$ cat src/common/dma_pkg.sv
// shared widths and register map; only the low address byte selects a register, lengths in bytes
package dma_pkg;

  // word and address widths of control and memory ports
  localparam int unsigned DataWidth = 32;
  localparam int unsigned AddrWidth = 32;

  typedef logic [DataWidth-1:0] dma_word_t;
  typedef logic [AddrWidth-1:0] dma_addr_t;

  // register word offsets within a control port
  typedef enum logic [7:0] {
    REG_SRC    = 8'h00,
    REG_DST    = 8'h04,
    // a write here launches the transfer
    REG_LEN    = 8'h08,
    REG_STATUS = 8'h0C
  } dma_reg_e;

  // status word layout
  localparam int unsigned StatusBusyBit    = 0;
  localparam int unsigned StatusCountLsb   = 8;
  localparam int unsigned StatusCountWidth = 8;

endpackage

$ cat src/frontend/dma_ctrl_regs.sv
// round-robin control ports; REG_LEN writes stall while the job queue is full, counts wrap at 255
`timescale 1ns/1ps

module dma_ctrl_regs #(
  parameter int unsigned NumCtrl       = 4,
  parameter int unsigned JobQueueDepth = 2,
  localparam int unsigned PortW = (NumCtrl > 1) ? $clog2(NumCtrl) : 1
) (
  input  logic                                    clk_i,
  input  logic                                    rst_i,
  input  logic               [NumCtrl-1:0]        ctrl_req_i,
  input  logic               [NumCtrl-1:0]        ctrl_wen_i,
  input  dma_pkg::dma_addr_t [NumCtrl-1:0]        ctrl_add_i,
  input  dma_pkg::dma_word_t [NumCtrl-1:0]        ctrl_wdata_i,
  output logic               [NumCtrl-1:0]        ctrl_gnt_o,
  output logic               [NumCtrl-1:0]        ctrl_r_valid_o,
  output dma_pkg::dma_word_t [NumCtrl-1:0]        ctrl_r_rdata_o,
  output logic                                    job_valid_o,
  output dma_pkg::dma_addr_t                      job_src_o,
  output dma_pkg::dma_addr_t                      job_dst_o,
  output dma_pkg::dma_word_t                      job_len_o,
  output logic               [PortW-1:0]          job_port_o,
  input  logic                                    job_pop_i,
  input  logic                                    done_i,
  input  logic               [PortW-1:0]          done_port_i,
  input  logic                                    engine_idle_i,
  output logic               [NumCtrl-1:0]        term_event_o,
  output logic                                    busy_o
);

  localparam int unsigned QPtrW = (JobQueueDepth > 1) ? $clog2(JobQueueDepth) : 1;
  localparam int unsigned QCntW = $clog2(JobQueueDepth + 1);

  // arbitration
  logic [NumCtrl-1:0] eligible;
  logic [PortW-1:0]   rr_ptr_q;
  logic               gnt_any;
  logic [PortW-1:0]   gnt_idx;
  logic               gnt_wen;
  dma_pkg::dma_reg_e  gnt_off;
  dma_pkg::dma_word_t gnt_rdata;

  // staging, response and completion state
  dma_pkg::dma_addr_t [NumCtrl-1:0]       src_q;
  dma_pkg::dma_addr_t [NumCtrl-1:0]       dst_q;
  logic [NumCtrl-1:0]                     rvalid_q;
  dma_pkg::dma_word_t                     rdata_q;
  logic [NumCtrl-1:0][dma_pkg::StatusCountWidth-1:0] count_q;
  logic [NumCtrl-1:0]                     term_q;
  logic                                   busy_q;

  // job queue
  dma_pkg::dma_addr_t q_src [JobQueueDepth];
  dma_pkg::dma_addr_t q_dst [JobQueueDepth];
  dma_pkg::dma_word_t q_len [JobQueueDepth];
  logic [PortW-1:0]   q_port [JobQueueDepth];
  logic [QPtrW-1:0]   wr_ptr_q;
  logic [QPtrW-1:0]   rd_ptr_q;
  logic [QCntW-1:0]   q_count_q;
  logic               q_full;
  logic               push;

  assign q_full = (q_count_q == QCntW'(JobQueueDepth));

  // a launch needs queue room, everything else goes through
  always_comb begin
    for (int unsigned i = 0; i < NumCtrl; i++) begin
      eligible[i] = ctrl_req_i[i] &&
                    !(!ctrl_wen_i[i] && ctrl_add_i[i][7:0] == dma_pkg::REG_LEN && q_full);
    end
  end

  // first eligible port starting at the round-robin pointer
  always_comb begin
    int unsigned idx;
    gnt_any    = 1'b0;
    gnt_idx    = '0;
    ctrl_gnt_o = '0;
    for (int unsigned k = 0; k < NumCtrl; k++) begin
      idx = (int'(rr_ptr_q) + k) % NumCtrl;
      if (!gnt_any && eligible[idx]) begin
        gnt_any = 1'b1;
        gnt_idx = PortW'(idx);
      end
    end
    if (gnt_any) begin
      ctrl_gnt_o[gnt_idx] = 1'b1;
    end
  end

  assign gnt_wen = ctrl_wen_i[gnt_idx];
  assign gnt_off = dma_pkg::dma_reg_e'(ctrl_add_i[gnt_idx][7:0]);
  assign push    = gnt_any && !gnt_wen && gnt_off == dma_pkg::REG_LEN;

  // read mux, writes return zero
  always_comb begin
    gnt_rdata = '0;
    if (gnt_wen) begin
      case (gnt_off)
        dma_pkg::REG_SRC: gnt_rdata = src_q[gnt_idx];
        dma_pkg::REG_DST: gnt_rdata = dst_q[gnt_idx];
        dma_pkg::REG_STATUS: begin
          gnt_rdata[dma_pkg::StatusBusyBit] = busy_q;
          gnt_rdata[dma_pkg::StatusCountLsb +: dma_pkg::StatusCountWidth] = count_q[gnt_idx];
        end
        default: gnt_rdata = '0;
      endcase
    end
  end

  always_ff @(posedge clk_i) begin
    if (rst_i) begin
      rr_ptr_q  <= '0;
      rvalid_q  <= '0;
      term_q    <= '0;
      count_q   <= '0;
      busy_q    <= 1'b0;
      wr_ptr_q  <= '0;
      rd_ptr_q  <= '0;
      q_count_q <= '0;
    end else begin
      rvalid_q <= '0;
      term_q   <= '0;
      if (gnt_any) begin
        rvalid_q[gnt_idx] <= 1'b1;
        rr_ptr_q <= (gnt_idx == PortW'(NumCtrl - 1)) ? '0 : gnt_idx + 1'b1;
      end
      // completion turns into an event and a count step
      if (done_i) begin
        term_q[done_port_i]  <= 1'b1;
        count_q[done_port_i] <= count_q[done_port_i] + 1'b1;
      end
      if (push) begin
        wr_ptr_q <= (wr_ptr_q == QPtrW'(JobQueueDepth - 1)) ? '0 : wr_ptr_q + 1'b1;
      end
      if (job_pop_i) begin
        rd_ptr_q <= (rd_ptr_q == QPtrW'(JobQueueDepth - 1)) ? '0 : rd_ptr_q + 1'b1;
      end
      case ({push, job_pop_i})
        2'b10:   q_count_q <= q_count_q + 1'b1;
        2'b01:   q_count_q <= q_count_q - 1'b1;
        default: q_count_q <= q_count_q;
      endcase
      busy_q <= push || (q_count_q != '0) || !engine_idle_i;
    end
  end

  // staging registers, queue storage and read data
  always_ff @(posedge clk_i) begin
    if (gnt_any && !gnt_wen && gnt_off == dma_pkg::REG_SRC) begin
      src_q[gnt_idx] <= ctrl_wdata_i[gnt_idx];
    end
    if (gnt_any && !gnt_wen && gnt_off == dma_pkg::REG_DST) begin
      dst_q[gnt_idx] <= ctrl_wdata_i[gnt_idx];
    end
    if (push) begin
      q_src[wr_ptr_q]  <= src_q[gnt_idx];
      q_dst[wr_ptr_q]  <= dst_q[gnt_idx];
      q_len[wr_ptr_q]  <= ctrl_wdata_i[gnt_idx];
      q_port[wr_ptr_q] <= gnt_idx;
    end
    if (gnt_any) begin
      rdata_q <= gnt_rdata;
    end
  end

  always_comb begin
    for (int unsigned i = 0; i < NumCtrl; i++) begin
      ctrl_r_rdata_o[i] = rvalid_q[i] ? rdata_q : '0;
    end
  end

  assign ctrl_r_valid_o = rvalid_q;
  assign job_valid_o    = (q_count_q != '0);
  assign job_src_o      = q_src[rd_ptr_q];
  assign job_dst_o      = q_dst[rd_ptr_q];
  assign job_len_o      = q_len[rd_ptr_q];
  assign job_port_o     = q_port[rd_ptr_q];
  assign term_event_o   = term_q;
  assign busy_o         = busy_q;

endmodule

$ cat src/engine/dma_copy_engine.sv
// one word in flight at a time; lengths are byte counts and any remainder under a word ends the job
`timescale 1ns/1ps

module dma_copy_engine #(
  parameter int unsigned NumCtrl = 4,
  localparam int unsigned PortW = (NumCtrl > 1) ? $clog2(NumCtrl) : 1
) (
  input  logic                       clk_i,
  input  logic                       rst_i,
  input  logic                       job_valid_i,
  input  dma_pkg::dma_addr_t         job_src_i,
  input  dma_pkg::dma_addr_t         job_dst_i,
  input  dma_pkg::dma_word_t         job_len_i,
  input  logic [PortW-1:0]           job_port_i,
  output logic                       job_pop_o,
  output logic                       done_o,
  output logic [PortW-1:0]           done_port_o,
  output logic                       idle_o,
  output logic                       mem_req_o,
  output logic                       mem_we_o,
  output dma_pkg::dma_addr_t         mem_addr_o,
  output dma_pkg::dma_word_t         mem_wdata_o,
  input  logic                       mem_gnt_i,
  input  logic                       mem_rvalid_i,
  input  dma_pkg::dma_word_t         mem_rdata_i
);

  localparam dma_pkg::dma_addr_t AddrStep = dma_pkg::DataWidth / 8;
  localparam dma_pkg::dma_word_t LenStep  = dma_pkg::DataWidth / 8;

  typedef enum logic [2:0] {
    ST_IDLE,
    ST_READ_REQ,
    ST_READ_WAIT,
    ST_WRITE_REQ,
    ST_DONE
  } state_e;

  state_e             state_q, state_d;
  dma_pkg::dma_addr_t src_q;
  dma_pkg::dma_addr_t dst_q;
  dma_pkg::dma_word_t rem_q;
  dma_pkg::dma_word_t data_q;
  logic [PortW-1:0]   port_q;
  logic               last_word;

  assign last_word = (rem_q <= LenStep);

  always_comb begin
    state_d    = state_q;
    job_pop_o  = 1'b0;
    done_o     = 1'b0;
    mem_req_o  = 1'b0;
    mem_we_o   = 1'b0;
    mem_addr_o = src_q;
    case (state_q)
      ST_IDLE: begin
        if (job_valid_i) begin
          job_pop_o = 1'b1;
          // empty jobs still report completion
          state_d   = (job_len_i == '0) ? ST_DONE : ST_READ_REQ;
        end
      end
      ST_READ_REQ: begin
        mem_req_o = 1'b1;
        if (mem_gnt_i) begin
          state_d = ST_READ_WAIT;
        end
      end
      ST_READ_WAIT: begin
        if (mem_rvalid_i) begin
          state_d = ST_WRITE_REQ;
        end
      end
      ST_WRITE_REQ: begin
        mem_req_o  = 1'b1;
        mem_we_o   = 1'b1;
        mem_addr_o = dst_q;
        if (mem_gnt_i) begin
          done_o  = last_word;
          state_d = last_word ? ST_IDLE : ST_READ_REQ;
        end
      end
      ST_DONE: begin
        done_o  = 1'b1;
        state_d = ST_IDLE;
      end
      default: state_d = ST_IDLE;
    endcase
  end

  always_ff @(posedge clk_i) begin
    if (rst_i) begin
      state_q <= ST_IDLE;
    end else begin
      state_q <= state_d;
    end
  end

  // job fields, captured word and address stepping
  always_ff @(posedge clk_i) begin
    if (job_pop_o) begin
      src_q  <= job_src_i;
      dst_q  <= job_dst_i;
      rem_q  <= job_len_i;
      port_q <= job_port_i;
    end
    if (state_q == ST_READ_WAIT && mem_rvalid_i) begin
      data_q <= mem_rdata_i;
    end
    if (state_q == ST_WRITE_REQ && mem_gnt_i) begin
      src_q <= src_q + AddrStep;
      dst_q <= dst_q + AddrStep;
      rem_q <= rem_q - LenStep;
    end
  end

  assign mem_wdata_o = data_q;
  assign done_port_o = port_q;
  assign idle_o      = (state_q == ST_IDLE);

endmodule

$ cat src/source/dma_addr_router.sv
// window is [TcdmBase, TcdmBase+TcdmSize); TCDM side sees offsets, external side full addresses
`timescale 1ns/1ps

module dma_addr_router #(
  parameter dma_pkg::dma_addr_t TcdmBase = 32'h1000_0000,
  parameter dma_pkg::dma_addr_t TcdmSize = 32'h0001_0000
) (
  input  logic                               clk_i,
  input  logic                               rst_i,
  input  logic                               mem_req_i,
  input  logic                               mem_we_i,
  input  dma_pkg::dma_addr_t                 mem_addr_i,
  input  dma_pkg::dma_word_t                 mem_wdata_i,
  output logic                               mem_gnt_o,
  output logic                               mem_rvalid_o,
  output dma_pkg::dma_word_t                 mem_rdata_o,
  output logic                               tcdm_req_o,
  output logic                               tcdm_we_o,
  output dma_pkg::dma_addr_t                 tcdm_addr_o,
  output dma_pkg::dma_word_t                 tcdm_wdata_o,
  output logic [dma_pkg::DataWidth/8-1:0]    tcdm_be_o,
  input  logic                               tcdm_gnt_i,
  input  logic                               tcdm_rvalid_i,
  input  dma_pkg::dma_word_t                 tcdm_rdata_i,
  output logic                               ext_req_o,
  output logic                               ext_we_o,
  output dma_pkg::dma_addr_t                 ext_addr_o,
  output dma_pkg::dma_word_t                 ext_wdata_o,
  output logic [dma_pkg::DataWidth/8-1:0]    ext_be_o,
  input  logic                               ext_gnt_i,
  input  logic                               ext_rvalid_i,
  input  dma_pkg::dma_word_t                 ext_rdata_i
);

  // one extra bit so the window end cannot wrap
  localparam logic [dma_pkg::AddrWidth:0] TcdmEnd = {1'b0, TcdmBase} + {1'b0, TcdmSize};

  logic sel_tcdm;
  logic rd_tcdm_q;

  assign sel_tcdm = (mem_addr_i >= TcdmBase) && ({1'b0, mem_addr_i} < TcdmEnd);

  assign tcdm_req_o   = mem_req_i && sel_tcdm;
  assign tcdm_we_o    = mem_we_i;
  assign tcdm_addr_o  = mem_addr_i - TcdmBase;
  assign tcdm_wdata_o = mem_wdata_i;
  assign tcdm_be_o    = '1;

  assign ext_req_o    = mem_req_i && !sel_tcdm;
  assign ext_we_o     = mem_we_i;
  assign ext_addr_o   = mem_addr_i;
  assign ext_wdata_o  = mem_wdata_i;
  assign ext_be_o     = '1;

  assign mem_gnt_o = sel_tcdm ? tcdm_gnt_i : ext_gnt_i;

  // remember where the outstanding read went
  always_ff @(posedge clk_i) begin
    if (rst_i) begin
      rd_tcdm_q <= 1'b0;
    end else if (mem_req_i && !mem_we_i && mem_gnt_o) begin
      rd_tcdm_q <= sel_tcdm;
    end
  end

  assign mem_rvalid_o = rd_tcdm_q ? tcdm_rvalid_i : ext_rvalid_i;
  assign mem_rdata_o  = rd_tcdm_q ? tcdm_rdata_i : ext_rdata_i;

endmodule

$ cat src/source/dmac_wrap.sv
// single-word req/gnt DMA; one job copies while up to JobQueueDepth wait, jobs finish in launch order
`timescale 1ns/1ps

module dmac_wrap #(
  parameter int unsigned        NumCtrl       = 4,
  parameter int unsigned        JobQueueDepth = 2,
  parameter dma_pkg::dma_addr_t TcdmBase      = 32'h1000_0000,
  parameter dma_pkg::dma_addr_t TcdmSize      = 32'h0001_0000
) (
  input  logic                               clk_i,
  input  logic                               rst_i,
  input  logic               [NumCtrl-1:0]   ctrl_req_i,
  input  logic               [NumCtrl-1:0]   ctrl_wen_i,
  input  dma_pkg::dma_addr_t [NumCtrl-1:0]   ctrl_add_i,
  input  dma_pkg::dma_word_t [NumCtrl-1:0]   ctrl_wdata_i,
  output logic               [NumCtrl-1:0]   ctrl_gnt_o,
  output logic               [NumCtrl-1:0]   ctrl_r_valid_o,
  output dma_pkg::dma_word_t [NumCtrl-1:0]   ctrl_r_rdata_o,
  output logic               [NumCtrl-1:0]   term_event_o,
  output logic                               busy_o,
  output logic                               tcdm_req_o,
  output logic                               tcdm_we_o,
  output dma_pkg::dma_addr_t                 tcdm_addr_o,
  output dma_pkg::dma_word_t                 tcdm_wdata_o,
  output logic [dma_pkg::DataWidth/8-1:0]    tcdm_be_o,
  input  logic                               tcdm_gnt_i,
  input  logic                               tcdm_rvalid_i,
  input  dma_pkg::dma_word_t                 tcdm_rdata_i,
  output logic                               ext_req_o,
  output logic                               ext_we_o,
  output dma_pkg::dma_addr_t                 ext_addr_o,
  output dma_pkg::dma_word_t                 ext_wdata_o,
  output logic [dma_pkg::DataWidth/8-1:0]    ext_be_o,
  input  logic                               ext_gnt_i,
  input  logic                               ext_rvalid_i,
  input  dma_pkg::dma_word_t                 ext_rdata_i
);

  localparam int unsigned PortW = (NumCtrl > 1) ? $clog2(NumCtrl) : 1;

  // queue head towards the engine
  logic               job_valid, job_pop;
  dma_pkg::dma_addr_t job_src, job_dst;
  dma_pkg::dma_word_t job_len;
  logic [PortW-1:0]   job_port, done_port;
  logic               done, engine_idle;

  // engine memory port
  logic               mem_req, mem_we, mem_gnt, mem_rvalid;
  dma_pkg::dma_addr_t mem_addr;
  dma_pkg::dma_word_t mem_wdata, mem_rdata;

  dma_ctrl_regs #(
    .NumCtrl       ( NumCtrl       ),
    .JobQueueDepth ( JobQueueDepth )
  ) i_dma_ctrl_regs (
    .clk_i, .rst_i,
    .ctrl_req_i, .ctrl_wen_i, .ctrl_add_i, .ctrl_wdata_i,
    .ctrl_gnt_o, .ctrl_r_valid_o, .ctrl_r_rdata_o,
    .job_valid_o   ( job_valid   ),
    .job_src_o     ( job_src     ),
    .job_dst_o     ( job_dst     ),
    .job_len_o     ( job_len     ),
    .job_port_o    ( job_port    ),
    .job_pop_i     ( job_pop     ),
    .done_i        ( done        ),
    .done_port_i   ( done_port   ),
    .engine_idle_i ( engine_idle ),
    .term_event_o, .busy_o
  );

  dma_copy_engine #(
    .NumCtrl ( NumCtrl )
  ) i_dma_copy_engine (
    .clk_i, .rst_i,
    .job_valid_i  ( job_valid   ),
    .job_src_i    ( job_src     ),
    .job_dst_i    ( job_dst     ),
    .job_len_i    ( job_len     ),
    .job_port_i   ( job_port    ),
    .job_pop_o    ( job_pop     ),
    .done_o       ( done        ),
    .done_port_o  ( done_port   ),
    .idle_o       ( engine_idle ),
    .mem_req_o    ( mem_req     ),
    .mem_we_o     ( mem_we      ),
    .mem_addr_o   ( mem_addr    ),
    .mem_wdata_o  ( mem_wdata   ),
    .mem_gnt_i    ( mem_gnt     ),
    .mem_rvalid_i ( mem_rvalid  ),
    .mem_rdata_i  ( mem_rdata   )
  );

  dma_addr_router #(
    .TcdmBase ( TcdmBase ),
    .TcdmSize ( TcdmSize )
  ) i_dma_addr_router (
    .clk_i, .rst_i,
    .mem_req_i    ( mem_req    ),
    .mem_we_i     ( mem_we     ),
    .mem_addr_i   ( mem_addr   ),
    .mem_wdata_i  ( mem_wdata  ),
    .mem_gnt_o    ( mem_gnt    ),
    .mem_rvalid_o ( mem_rvalid ),
    .mem_rdata_o  ( mem_rdata  ),
    .tcdm_req_o, .tcdm_we_o, .tcdm_addr_o, .tcdm_wdata_o, .tcdm_be_o,
    .tcdm_gnt_i, .tcdm_rvalid_i, .tcdm_rdata_i,
    .ext_req_o, .ext_we_o, .ext_addr_o, .ext_wdata_o, .ext_be_o,
    .ext_gnt_i, .ext_rvalid_i, .ext_rdata_i
  );

endmodule

$ cat config.mk
export PLATFORM = sky130hd
export DESIGN_NAME = dmac_wrap
export DESIGN_NICKNAME = d
export VERILOG_FILES = /design/src/common/dma_pkg.sv /design/src/frontend/dma_ctrl_regs.sv /design/src/engine/dma_copy_engine.sv /design/src/source/dma_addr_router.sv /design/src/source/dmac_wrap.sv
export SDC_FILE = /design/constraint.sdc
export NUM_CORES = 1
export LEC_CHECK = 0
export BUFFER_PORTS_ARGS = -buffer_cell sky130_fd_sc_hd__buf_2
export CAP_MARGIN = 0
export CORE_MARGIN = 2
export CORE_UTILIZATION = 50
export DETAILED_ROUTE_END_ITERATION = 10
export GPL_ROUTABILITY_DRIVEN = 0
export PLACE_DENSITY = 0.76
export SYNTH_ARGS = -nofsm -noshare
export SYNTH_HDL_FRONTEND = slang
export SYNTH_SLANG_ARGS = --single-unit
$ cat constraint.sdc
create_clock -name clk_i -period 8.73 [get_ports clk_i]
set_clock_uncertainty 0.2 [all_clocks]
set_input_delay 2.1825 -clock clk_i [delete_from_list [all_inputs] [get_ports clk_i]]
set_output_delay 2.1825 -clock clk_i [all_outputs]
set_load 0.05 [all_outputs]
==> flow_summary.ini, run 1 <==
[pwr]
power_uw = 9640
vdd_drop_max_mv = 0.170
intPower_uw = 6410
clockPowerShare_pct = 29.7
power_density_mw_per_mm2 = 266
switching_share_pct = 33.5
p_switching_uw = 3230
sequentialPowerShare_pct = 44.6
combPwrFrac_pct = 25.6
p_leak_uw = 0.0137

[detailed_routing]
drc_errors = 0
num_vias = 21100
drtIter0Drc = 2186
viasPerCell = 5.61
final_antenna_net_count = 0
routedWlPerCell_um = 21.5
wl_um = 80600
first_pass_iters = 6

[layout]
layout_common_cells = 614 x edfxtp_1, 510 x buf_2, 386 x nand2_1
postLayoutCellArea_mm2 = 0.0363
area_growth_pct = 15.9
drive_gt1_share_pct = 25.9
final_common_cell = edfxtp_1
fin_nets = 3201

[timing]
worstMarginPinSlew_ns = 1.19
totalNegativeSetupSlack_ns = 0
fin_crit_sh_pct = 80.1
hold_slack_ns = 0.297
rsz0062_at_grt = no
period_minus_slack_ns = 6.99
finalHoldViolations = 0
drv_slew = 0
fmax_ghz = 0.143
setup_viol = 0
timing.slew.headroom_pct = 20.2

[status]
status = finished clean

[yosys]
synthArstFlopShare_pct = 0
synth_enable_flop_cells = 614
synth_area_per_cell_um2 = 12.8
netlist_area_mm2 = 0.0313
synth_cell_types = 72
ys_seq_area_share_pct = 62.2
yosysWarningCount = 0
syn_inst = 2439
synth-seq-cells = 666
synthFlopType = edfxtp_1

[clock_tree]
clock_latency_ns = 0.61
htreeDepth = 3
clockBufferDepth = 3
cts_tree = built
cts_root_buf = clkbuf_16
cts_setup_buffers = 0
numCtsBuffers = 68
post_cts_resized = 0
clk_pin_slew_worst_paths_ns = 0.06
cts_hold_buf = 0
clock_sinks = 666

[worst_setup_path]
max_stage_delay_ns = 0.48
crit_family = simple AND/OR/NAND/NOR gates
path_cells = buf_2, nor4_1, a31oi_1, a31oi_1, nor2_4, inv_2, ha_1, nor2b_1, buf_2
crit_buf_inv = 3
cp.required_ns = 6.35
critical_path.max_fanout = 16
worstSetupEndpointType = output pin
critPathSlowestCell = nor4_1
startpoint_type = primary input
arrival_ns = 4.61
crit_type = primary input to output pin

[floorplan]
core_mm2 = 0.0618
rows = 91
start_util_pct = 50.7
die_y_um = 254
dieArea_mm2 = 0.0647
pin_count = 615
fp.dieW_um = 254

[placement]
port_buffers = 510
place_area_mm2 = 0.0341
dp_hpwl_um = 55400

[run]
drv_cap = 0

[global_routing]
grtUsageMet2_pct = 40.8
antenna_found_initial = 3
grt_use_met1_pct = 33.3
grt_usage_pct = 24.5
globalRouteOverflowTotal = 0
grt_pass1_wl_um = 119000
met3_usage_pct = 3.78
top_usage_layer = met2
grt_max_degree = 152
grt_pass1_vias = 20200

[worst_hold_path]
hp-class = flop to flop
-- tightest hold or removal path: cells and delay by family (launching register included) --
family	cells	cell delay [ns]
and+or+nand+nor	1	0.07
muxes	1	0.06
DFF	1	0.32
-- sequential cells by signal (all words and copies together) (netlist names), 32 cells and up, named ones only --
signal / cells
i_dma_ctrl_regs.dst_q: 128
i_dma_ctrl_regs.src_q: 128
i_dma_ctrl_regs.q_dst: 64
i_dma_ctrl_regs.q_len: 64
i_dma_ctrl_regs.q_src: 64
i_dma_copy_engine.dst_q: 32
i_dma_copy_engine.mem_wdata_o: 32
i_dma_copy_engine.rem_q: 32
i_dma_copy_engine.src_q: 32
i_dma_ctrl_regs.count_q: 32
i_dma_ctrl_regs.rdata_q: 32
-- per-layer routing --
metal  vias to the layer above  wire [um]
li1                       9685          -
met1                     10300      33700
met2                       965      38800
met3                       111       6250
met4                         2       1850
met5                         -         10
-- final timing paths --
kind / slack, ns / cells past startpoint / from / to
min reg2reg: 0.30 / 2 / i_dma_ctrl_regs.count_q[19] / i_dma_ctrl_regs.count_q[19]
min: 0.30 / 2 / i_dma_ctrl_regs.count_q[19] / i_dma_ctrl_regs.count_q[19]
max reg2reg: 2.47 / 11 / i_dma_copy_engine.state_q[0] / i_dma_copy_engine.dst_q[30]
max: 1.74 / 9 / ctrl_add_i[101] / ctrl_gnt_o[0]
-- cell type report --
| class | count | area (um2) |
|---|---|---|
| clock buffer | 87 | 1830 |
| inverter | 23 | 87.6 |
| fill | 4760 | 25500 |
| timing repair buffer | 539 | 2810 |
| antenna | 3 | 7.51 |
| sequential | 666 | 19500 |
| tap | 837 | 1050 |
| clock inverter | 39 | 370 |
| multi-input combinational | 1557 | 10700 |
-- power by group through the flow --
stage	clock network (uW)	logic [uW]	registers (uW)
2_1_floorplan	0	1830	4280
3_3_place_gp	0	2380	4340
3_5_place_dp	0	2450	4360
4_1_cts	2910	2470	4300
5_1_grt	3050	2650	4330
6_report	2870	2470	4300
-- stage by stage --
stage          cells  utilization, %  setup WS [ns]
2_1_floorplan   2446               -           1.22
3_3_place_gp    3622            55.2           1.46
3_5_place_dp    3622            55.2           1.27
4_1_cts         3748            58.7           1.75
5_1_grt         3748            58.7           1.62
6_report        3751            58.7           1.74
-- kinds of logic after synthesis --
logic type / Yosys count / share of synthesized area (%)
xor+xnor: 94 / 2.63
buf+inv: 223 / 3.90
compound gates: 241 / 5.19
fa+ha+maj: 12 / 0.479
flops: 666 / 62.2
simple gates: 854 / 13.6
other cells: 1 / 0.0120
mux: 348 / 12.1
-- cells in the mapped netlist, drive strengths merged (32+ instances only) --
cell / count / area, um2
a21oi: 69 / 432
edfxtp: 614 / 18400
nor2b: 32 / 200
a31oi: 41 / 263
buf: 135 / 892
nand2b: 32 / 215
mux2i: 285 / 2850
nor2: 63 / 244
mux2: 44 / 495
xnor2: 52 / 455
nand2: 386 / 1450
and2: 143 / 895
clkbuf: 65 / 244
nand3: 37 / 185
o21ai: 69 / 345
nor4: 35 / 219
and3: 47 / 294
dfxtp: 52 / 1040
xor2: 42 / 368
No activity file was read; power rests on OpenSTA's default activity.
==> run 2, diff against run 1 <==
--- a/config.mk
+++ b/config.mk
@@ -8,10 +8,10 @@
 export BUFFER_PORTS_ARGS = -buffer_cell sky130_fd_sc_hd__buf_2
 export CAP_MARGIN = 0
 export CORE_MARGIN = 2
-export CORE_UTILIZATION = 50
+export CORE_UTILIZATION = 56
 export DETAILED_ROUTE_END_ITERATION = 10
 export GPL_ROUTABILITY_DRIVEN = 0
-export PLACE_DENSITY = 0.76
+export PLACE_DENSITY = 0.81
 export SYNTH_ARGS = -nofsm -noshare
 export SYNTH_HDL_FRONTEND = slang
 export SYNTH_SLANG_ARGS = --single-unit
==> constraint.sdc (replaced) <==
create_clock -name clk_i -period 6.92 [get_ports clk_i]
set_clock_uncertainty 0.2 [all_clocks]
set_input_delay 1.73 -clock clk_i [delete_from_list [all_inputs] [get_ports clk_i]]
set_output_delay 1.73 -clock clk_i [all_outputs]
set_load 0.05 [all_outputs]
==> flow_summary.ini, run 2 (same netlist as run 1, synthesis figures left out) <==
[status]
status = finished clean

[layout]
fillCellCount = 3979
layout_common_cells = 614 x edfxtp_1, 510 x buf_2, 386 x nand2_1
fin_nets = 3208
fin_cells = 3666
drive_gt1_share_pct = 26.1
largestRegisters = i_dma_ctrl_regs.dst_q: 128 flops, i_dma_ctrl_regs.src_q: 128 flops
area_growth_pct = 15.9
final_common_cell = edfxtp_1

[global_routing]
globalRouteOverflowTotal = 0
grt_pass1_wl_um = 119000
grt_max_degree = 186
grt_pass1_vias = 20400
antenna_found_initial = 1
grt_usage_pct = 27.7

[floorplan]
core_mm2 = 0.0552
rows = 86
dieArea_mm2 = 0.0579
die_y_um = 241
fp.dieW_um = 241
pin_count = 615
start_util_pct = 56.8

[clock_tree]
cts_tree = built
cts_root_buf = clkbuf_16
cts_setup_buffers = 0
clockBufferDepth = 3
htreeDepth = 3
post_cts_resized = 0
numCtsBuffers = 68
clock_sinks = 666
clk_pin_slew_worst_paths_ns = 0.06
clock_latency_ns = 0.61
cts_hold_buf = 0

[timing]
worstMarginPinSlew_ns = 1.21
timing.slew.headroom_pct = 19.1
period_minus_slack_ns = 6.11
finalHoldViolations = 0
rsz0062_at_grt = no
fmax_ghz = 0.164
fin_crit_sh_pct = 88.4
setup_viol = 0
totalNegativeSetupSlack_ns = 0
drv_slew = 0

[detailed_routing]
final_antenna_net_count = 0
viasPerCell = 5.80
first_pass_iters = 8
drtIter0Drc = 2337
drc_errors = 0
num_vias = 21300
wl_um = 81600
routedWlPerCell_um = 22.3

[worst_setup_path]
critical_path.max_fanout = 10
cp.required_ns = 4.99
rr_startpoint = i_dma_copy_engine.state_q[1]
arrival_ns = 4.18
worstSetupEndpointType = output pin
max_stage_delay_ns = 0.57
startpoint_type = primary input
crit_path_frequent_cell = buf_2
crit_family = compound AO/OA/AOI/OAI gates
critPathSlowestCell = or4_4
crit_buf_inv = 3
startpoint = ctrl_add_i[0]
path_cells = buf_2, or4_4, o31ai_1, o221ai_1, a21oi_4, inv_1, ha_1, nor2b_1, buf_2
crit_type = primary input to output pin

[pwr]
power_density_mw_per_mm2 = 337
p_leak_uw = 0.0137
vdd_drop_max_mv = 0.182

[placement]
port_buffers = 510
dp.cells = 3540
dp_hpwl_um = 56300

[run]
drv_cap = 0

[worst_hold_path]
hp-class = flop to flop
min_from = i_dma_ctrl_regs.count_q[17]
==> run 2: cell count changes in the layout (fill, tap and decap cells not counted), sizes merged <==
cell and change:
clkbuf -2, buf +7, clkinvlp -4, clkinv +1, inv +2
==> run 2: worst paths after layout <==
check | endpoint | slack (ns) | cells past startpoint
max reg2reg | i_dma_ctrl_regs.count_q[2] | 1.86 | 12
min reg2reg | i_dma_ctrl_regs.count_q[17] | 0.29 | 2
min | i_dma_ctrl_regs.count_q[17] | 0.29 | 2
max | ctrl_gnt_o[2] | 0.81 | 9
==> run 2: routing by layer <==
metal	GRT usage (%)	part of all wire (%)	vias up
met1	36.3	39	10200
li1	-	-	9699
met2	45.9	48	1137
met4	13.3	4.6	0
met5	0	0	-
met3	4.05	8.4	172
==> run 2: per-stage QoR <==
stage / hold WS [ns] / setup WS [ns] / cell area, um2 / util (%) / total power [uW]
CTS: 0.297 / 0.817 / 36300 / 65.8 / 12200
detailed placement: 0.287 / 0.711 / 34100 / 61.8 / 8610
finish: 0.294 / 0.805 / 36300 / 65.8 / 12200
floorplan: 0.259 / 0.317 / 31400 / - / 7720
global placement: 0.272 / 0.829 / 34100 / 61.8 / 8480
global route: 0.312 / 0.687 / 36300 / 65.8 / 12700
==> run 2: final cells by class <==
cell class                 count  area [um2]  share of cell area (%)
clock inverter                38         407                    1.12
sequential                   666       19500                    53.7
timing repair buffer         546        2900                    7.98
antenna                        3        7.51                  0.0207
tap                          748         936                    2.58
inverter                      23        87.6                   0.241
clock buffer                  85        1800                    4.95
multi-input combinational   1557       10700                    29.4
==> run 2: where the power goes <==
part	switching [uW]	total (uW)	internal [uW]
clock	1540	3640	2100
sequential	355	5450	5100
combinational	2230	3130	906
total	4130	12200	8100
==> run 2: worst reg2reg max path, cell delays in order (launching register included) <==
cell	delay, ns
dfxtp_1	0.58
nand3b_4	0.10
buf_4	0.27
inv_2	0.53
mux2i_1	0.42
ha_1	0.26
nand2_1	0.11
a21oi_1	0.52
o21ai_1	0.28
a21oi_4	0.24
buf_12	0.54
a31oi_2	0.51
mux2_2	0.40
==> run 3, diff against run 2 <==
--- a/config.mk
+++ b/config.mk
@@ -7,6 +7,7 @@
 export LEC_CHECK = 0
 export BUFFER_PORTS_ARGS = -buffer_cell sky130_fd_sc_hd__buf_2
 export CAP_MARGIN = 0
+export CORE_ASPECT_RATIO = 1.75
 export CORE_MARGIN = 2
 export CORE_UTILIZATION = 56
 export DETAILED_ROUTE_END_ITERATION = 10
==> flow_summary.ini, run 3 (same netlist as run 1, synthesis figures left out) <==
[status]
status = finished clean

[detailed_routing]
routedWlPerCell_um = 24.3
num_vias = 21300
drc_errors = 0
final_antenna_net_count = 0
viasPerCell = 5.91
drtIter0Drc = 1733
wl_um = 87600
first_pass_iters = 6

[pwr]
clockPowerShare_pct = 27.3
intPower_uw = 7860
vdd_drop_max_mv = 0.271
p_leak_uw = 0.0136
p_switching_uw = 4010
sequentialPowerShare_pct = 45.9
power_density_mw_per_mm2 = 330
combPwrFrac_pct = 26.7
switching_share_pct = 33.8

[placement]
place_area_mm2 = 0.0341
dp_hpwl_um = 61100
dp.cells = 3501
port_buffers = 510

[timing]
totalNegativeSetupSlack_ns = 0
period_minus_slack_ns = 6.23
worstMarginPinSlew_ns = 1.25
rsz0062_at_grt = no
setup_viol = 0
fmax_ghz = 0.160
drv_slew = 0
timing.slew.headroom_pct = 16.5
fin_crit_sh_pct = 90.0
finalHoldViolations = 0

[global_routing]
globalRouteOverflowTotal = 0
grt_max_degree = 181
antenna_found_initial = 3
grt_usage_pct = 29.9
grt_pass1_vias = 21000
grt_pass1_wl_um = 127000

[clock_tree]
htreeDepth = 2
clockBufferDepth = 3
clock_latency_ns = 0.60
post_cts_resized = 0
cts_hold_buf = 0
cts_setup_buffers = 0
numCtsBuffers = 55
cts_tree = built
clock_sinks = 666
clk_pin_slew_worst_paths_ns = 0.07
cts_root_buf = clkbuf_16

[worst_setup_path]
critical_path.max_fanout = 9
arrival_ns = 4.30
critPathSlowestCell = or4_4
crit_buf_inv = 3
crit_path_frequent_cell = buf_2
max_stage_delay_ns = 0.57
worstSetupPathDepth = 9
worstSetupEndpointType = output pin
crit_family = compound AO/OA/AOI/OAI gates
cp.required_ns = 4.99
crit_type = primary input to output pin
path_cells = buf_2, or4_4, o31ai_1, o221ai_1, a21oi_4, inv_1, ha_1, nor2b_1, buf_2
ff2ff_path_depth = 11
startpoint_type = primary input

[layout]
drive_gt1_share_pct = 26.3
postLayoutCellArea_mm2 = 0.0360
regArea_mm2 = 0.0195
area_growth_pct = 15.0
largestRegisters = i_dma_ctrl_regs.dst_q: 128 flops, i_dma_ctrl_regs.src_q: 128 flops
layout_common_cells = 614 x edfxtp_1, 510 x buf_2, 386 x nand2_1
multi_input_area_mm2 = 0.0107
final_common_cell = edfxtp_1
fillCellCount = 4001
fin_cells = 3606
fin_nets = 3208

[floorplan]
rows = 114
fp.dieW_um = 183
die_y_um = 317
dieArea_mm2 = 0.0579
core_mm2 = 0.0553
start_util_pct = 56.6
pin_count = 615

[worst_hold_path]
hp-class = flop to flop
hold_path_depth = 2

[run]
drv_cap = 0
==> run 3: cell types whose count changed in the layout (fill, tap and decap cells not counted), sizes merged, moves of 3 or more <==
cell and delta:
clkbuf -24, inv -6, buf +13, clkinvlp +7
clkinv -3, bufinv +4
==> run 3: area by class of cell <==
cell class | count | share of cell area (%)
flip-flops and latches | 666 | 54.1
well taps | 696 | 2.42
diodes | 4 | 0.0278
clock buffers | 61 | 3.88
inverters | 23 | 0.243
clock inverters | 40 | 1.37
multi-input cells | 1557 | 29.7
repair buffers | 559 | 8.31
==> run 3: worst min-delay path: cells and delay by family (launching register included) <==
| kind | cells | cell delay, ns |
|---|---|---|
| flip-flops | 1 | 0.32 |
| AND/OR/NAND/NOR | 1 | 0.07 |
| multiplexers | 1 | 0.06 |
==> run 3: stage by stage <==
step | hold slack, ns | total power (uW) | setup slack, ns | util (%)
after floorplan | 0.259 | 7720 | 0.317 | -
after CTS | 0.297 | 11900 | 0.684 | 65.1
after global placement | 0.271 | 8550 | 0.688 | 61.7
after global routing | 0.324 | 12300 | 0.546 | 65.1
final | 0.299 | 11900 | 0.689 | 65.1
after detailed placement | 0.283 | 8660 | 0.575 | 61.7
==> run 3: metal layers <==
| metal | global-route usage, % | wire length [um] | up-vias |
|---|---|---|---|
| met5 | 0 | 0 | - |
| met4 | 18.5 | 5930 | 0 |
| met3 | 3.64 | 5600 | 215 |
| met2 | 56.4 | 46500 | 1094 |
| met1 | 31.6 | 29600 | 10300 |
| li1 | - | - | 9671 |
==> run 3: worst paths after layout <==
path                                start                          end  slack, ns
max                         ctrl_add_i[0]                ctrl_gnt_o[2]       0.69
min            i_dma_ctrl_regs.count_q[1]   i_dma_ctrl_regs.count_q[1]       0.30
max reg2reg  i_dma_copy_engine.state_q[2]  i_dma_copy_engine.src_q[30]       1.81
min reg2reg    i_dma_ctrl_regs.count_q[1]   i_dma_ctrl_regs.count_q[1]       0.30
==> run 3: power by group through the flow <==
stage               Sequential, uW  Clock [uW]  Combinational, uW
floorplan                     5400           0               2310
global placement              5500           0               3050
CTS                           5450        3270               3160
finish                        5460        3240               3170
detailed placement            5530           0               3130
global route                  5490        3410               3370
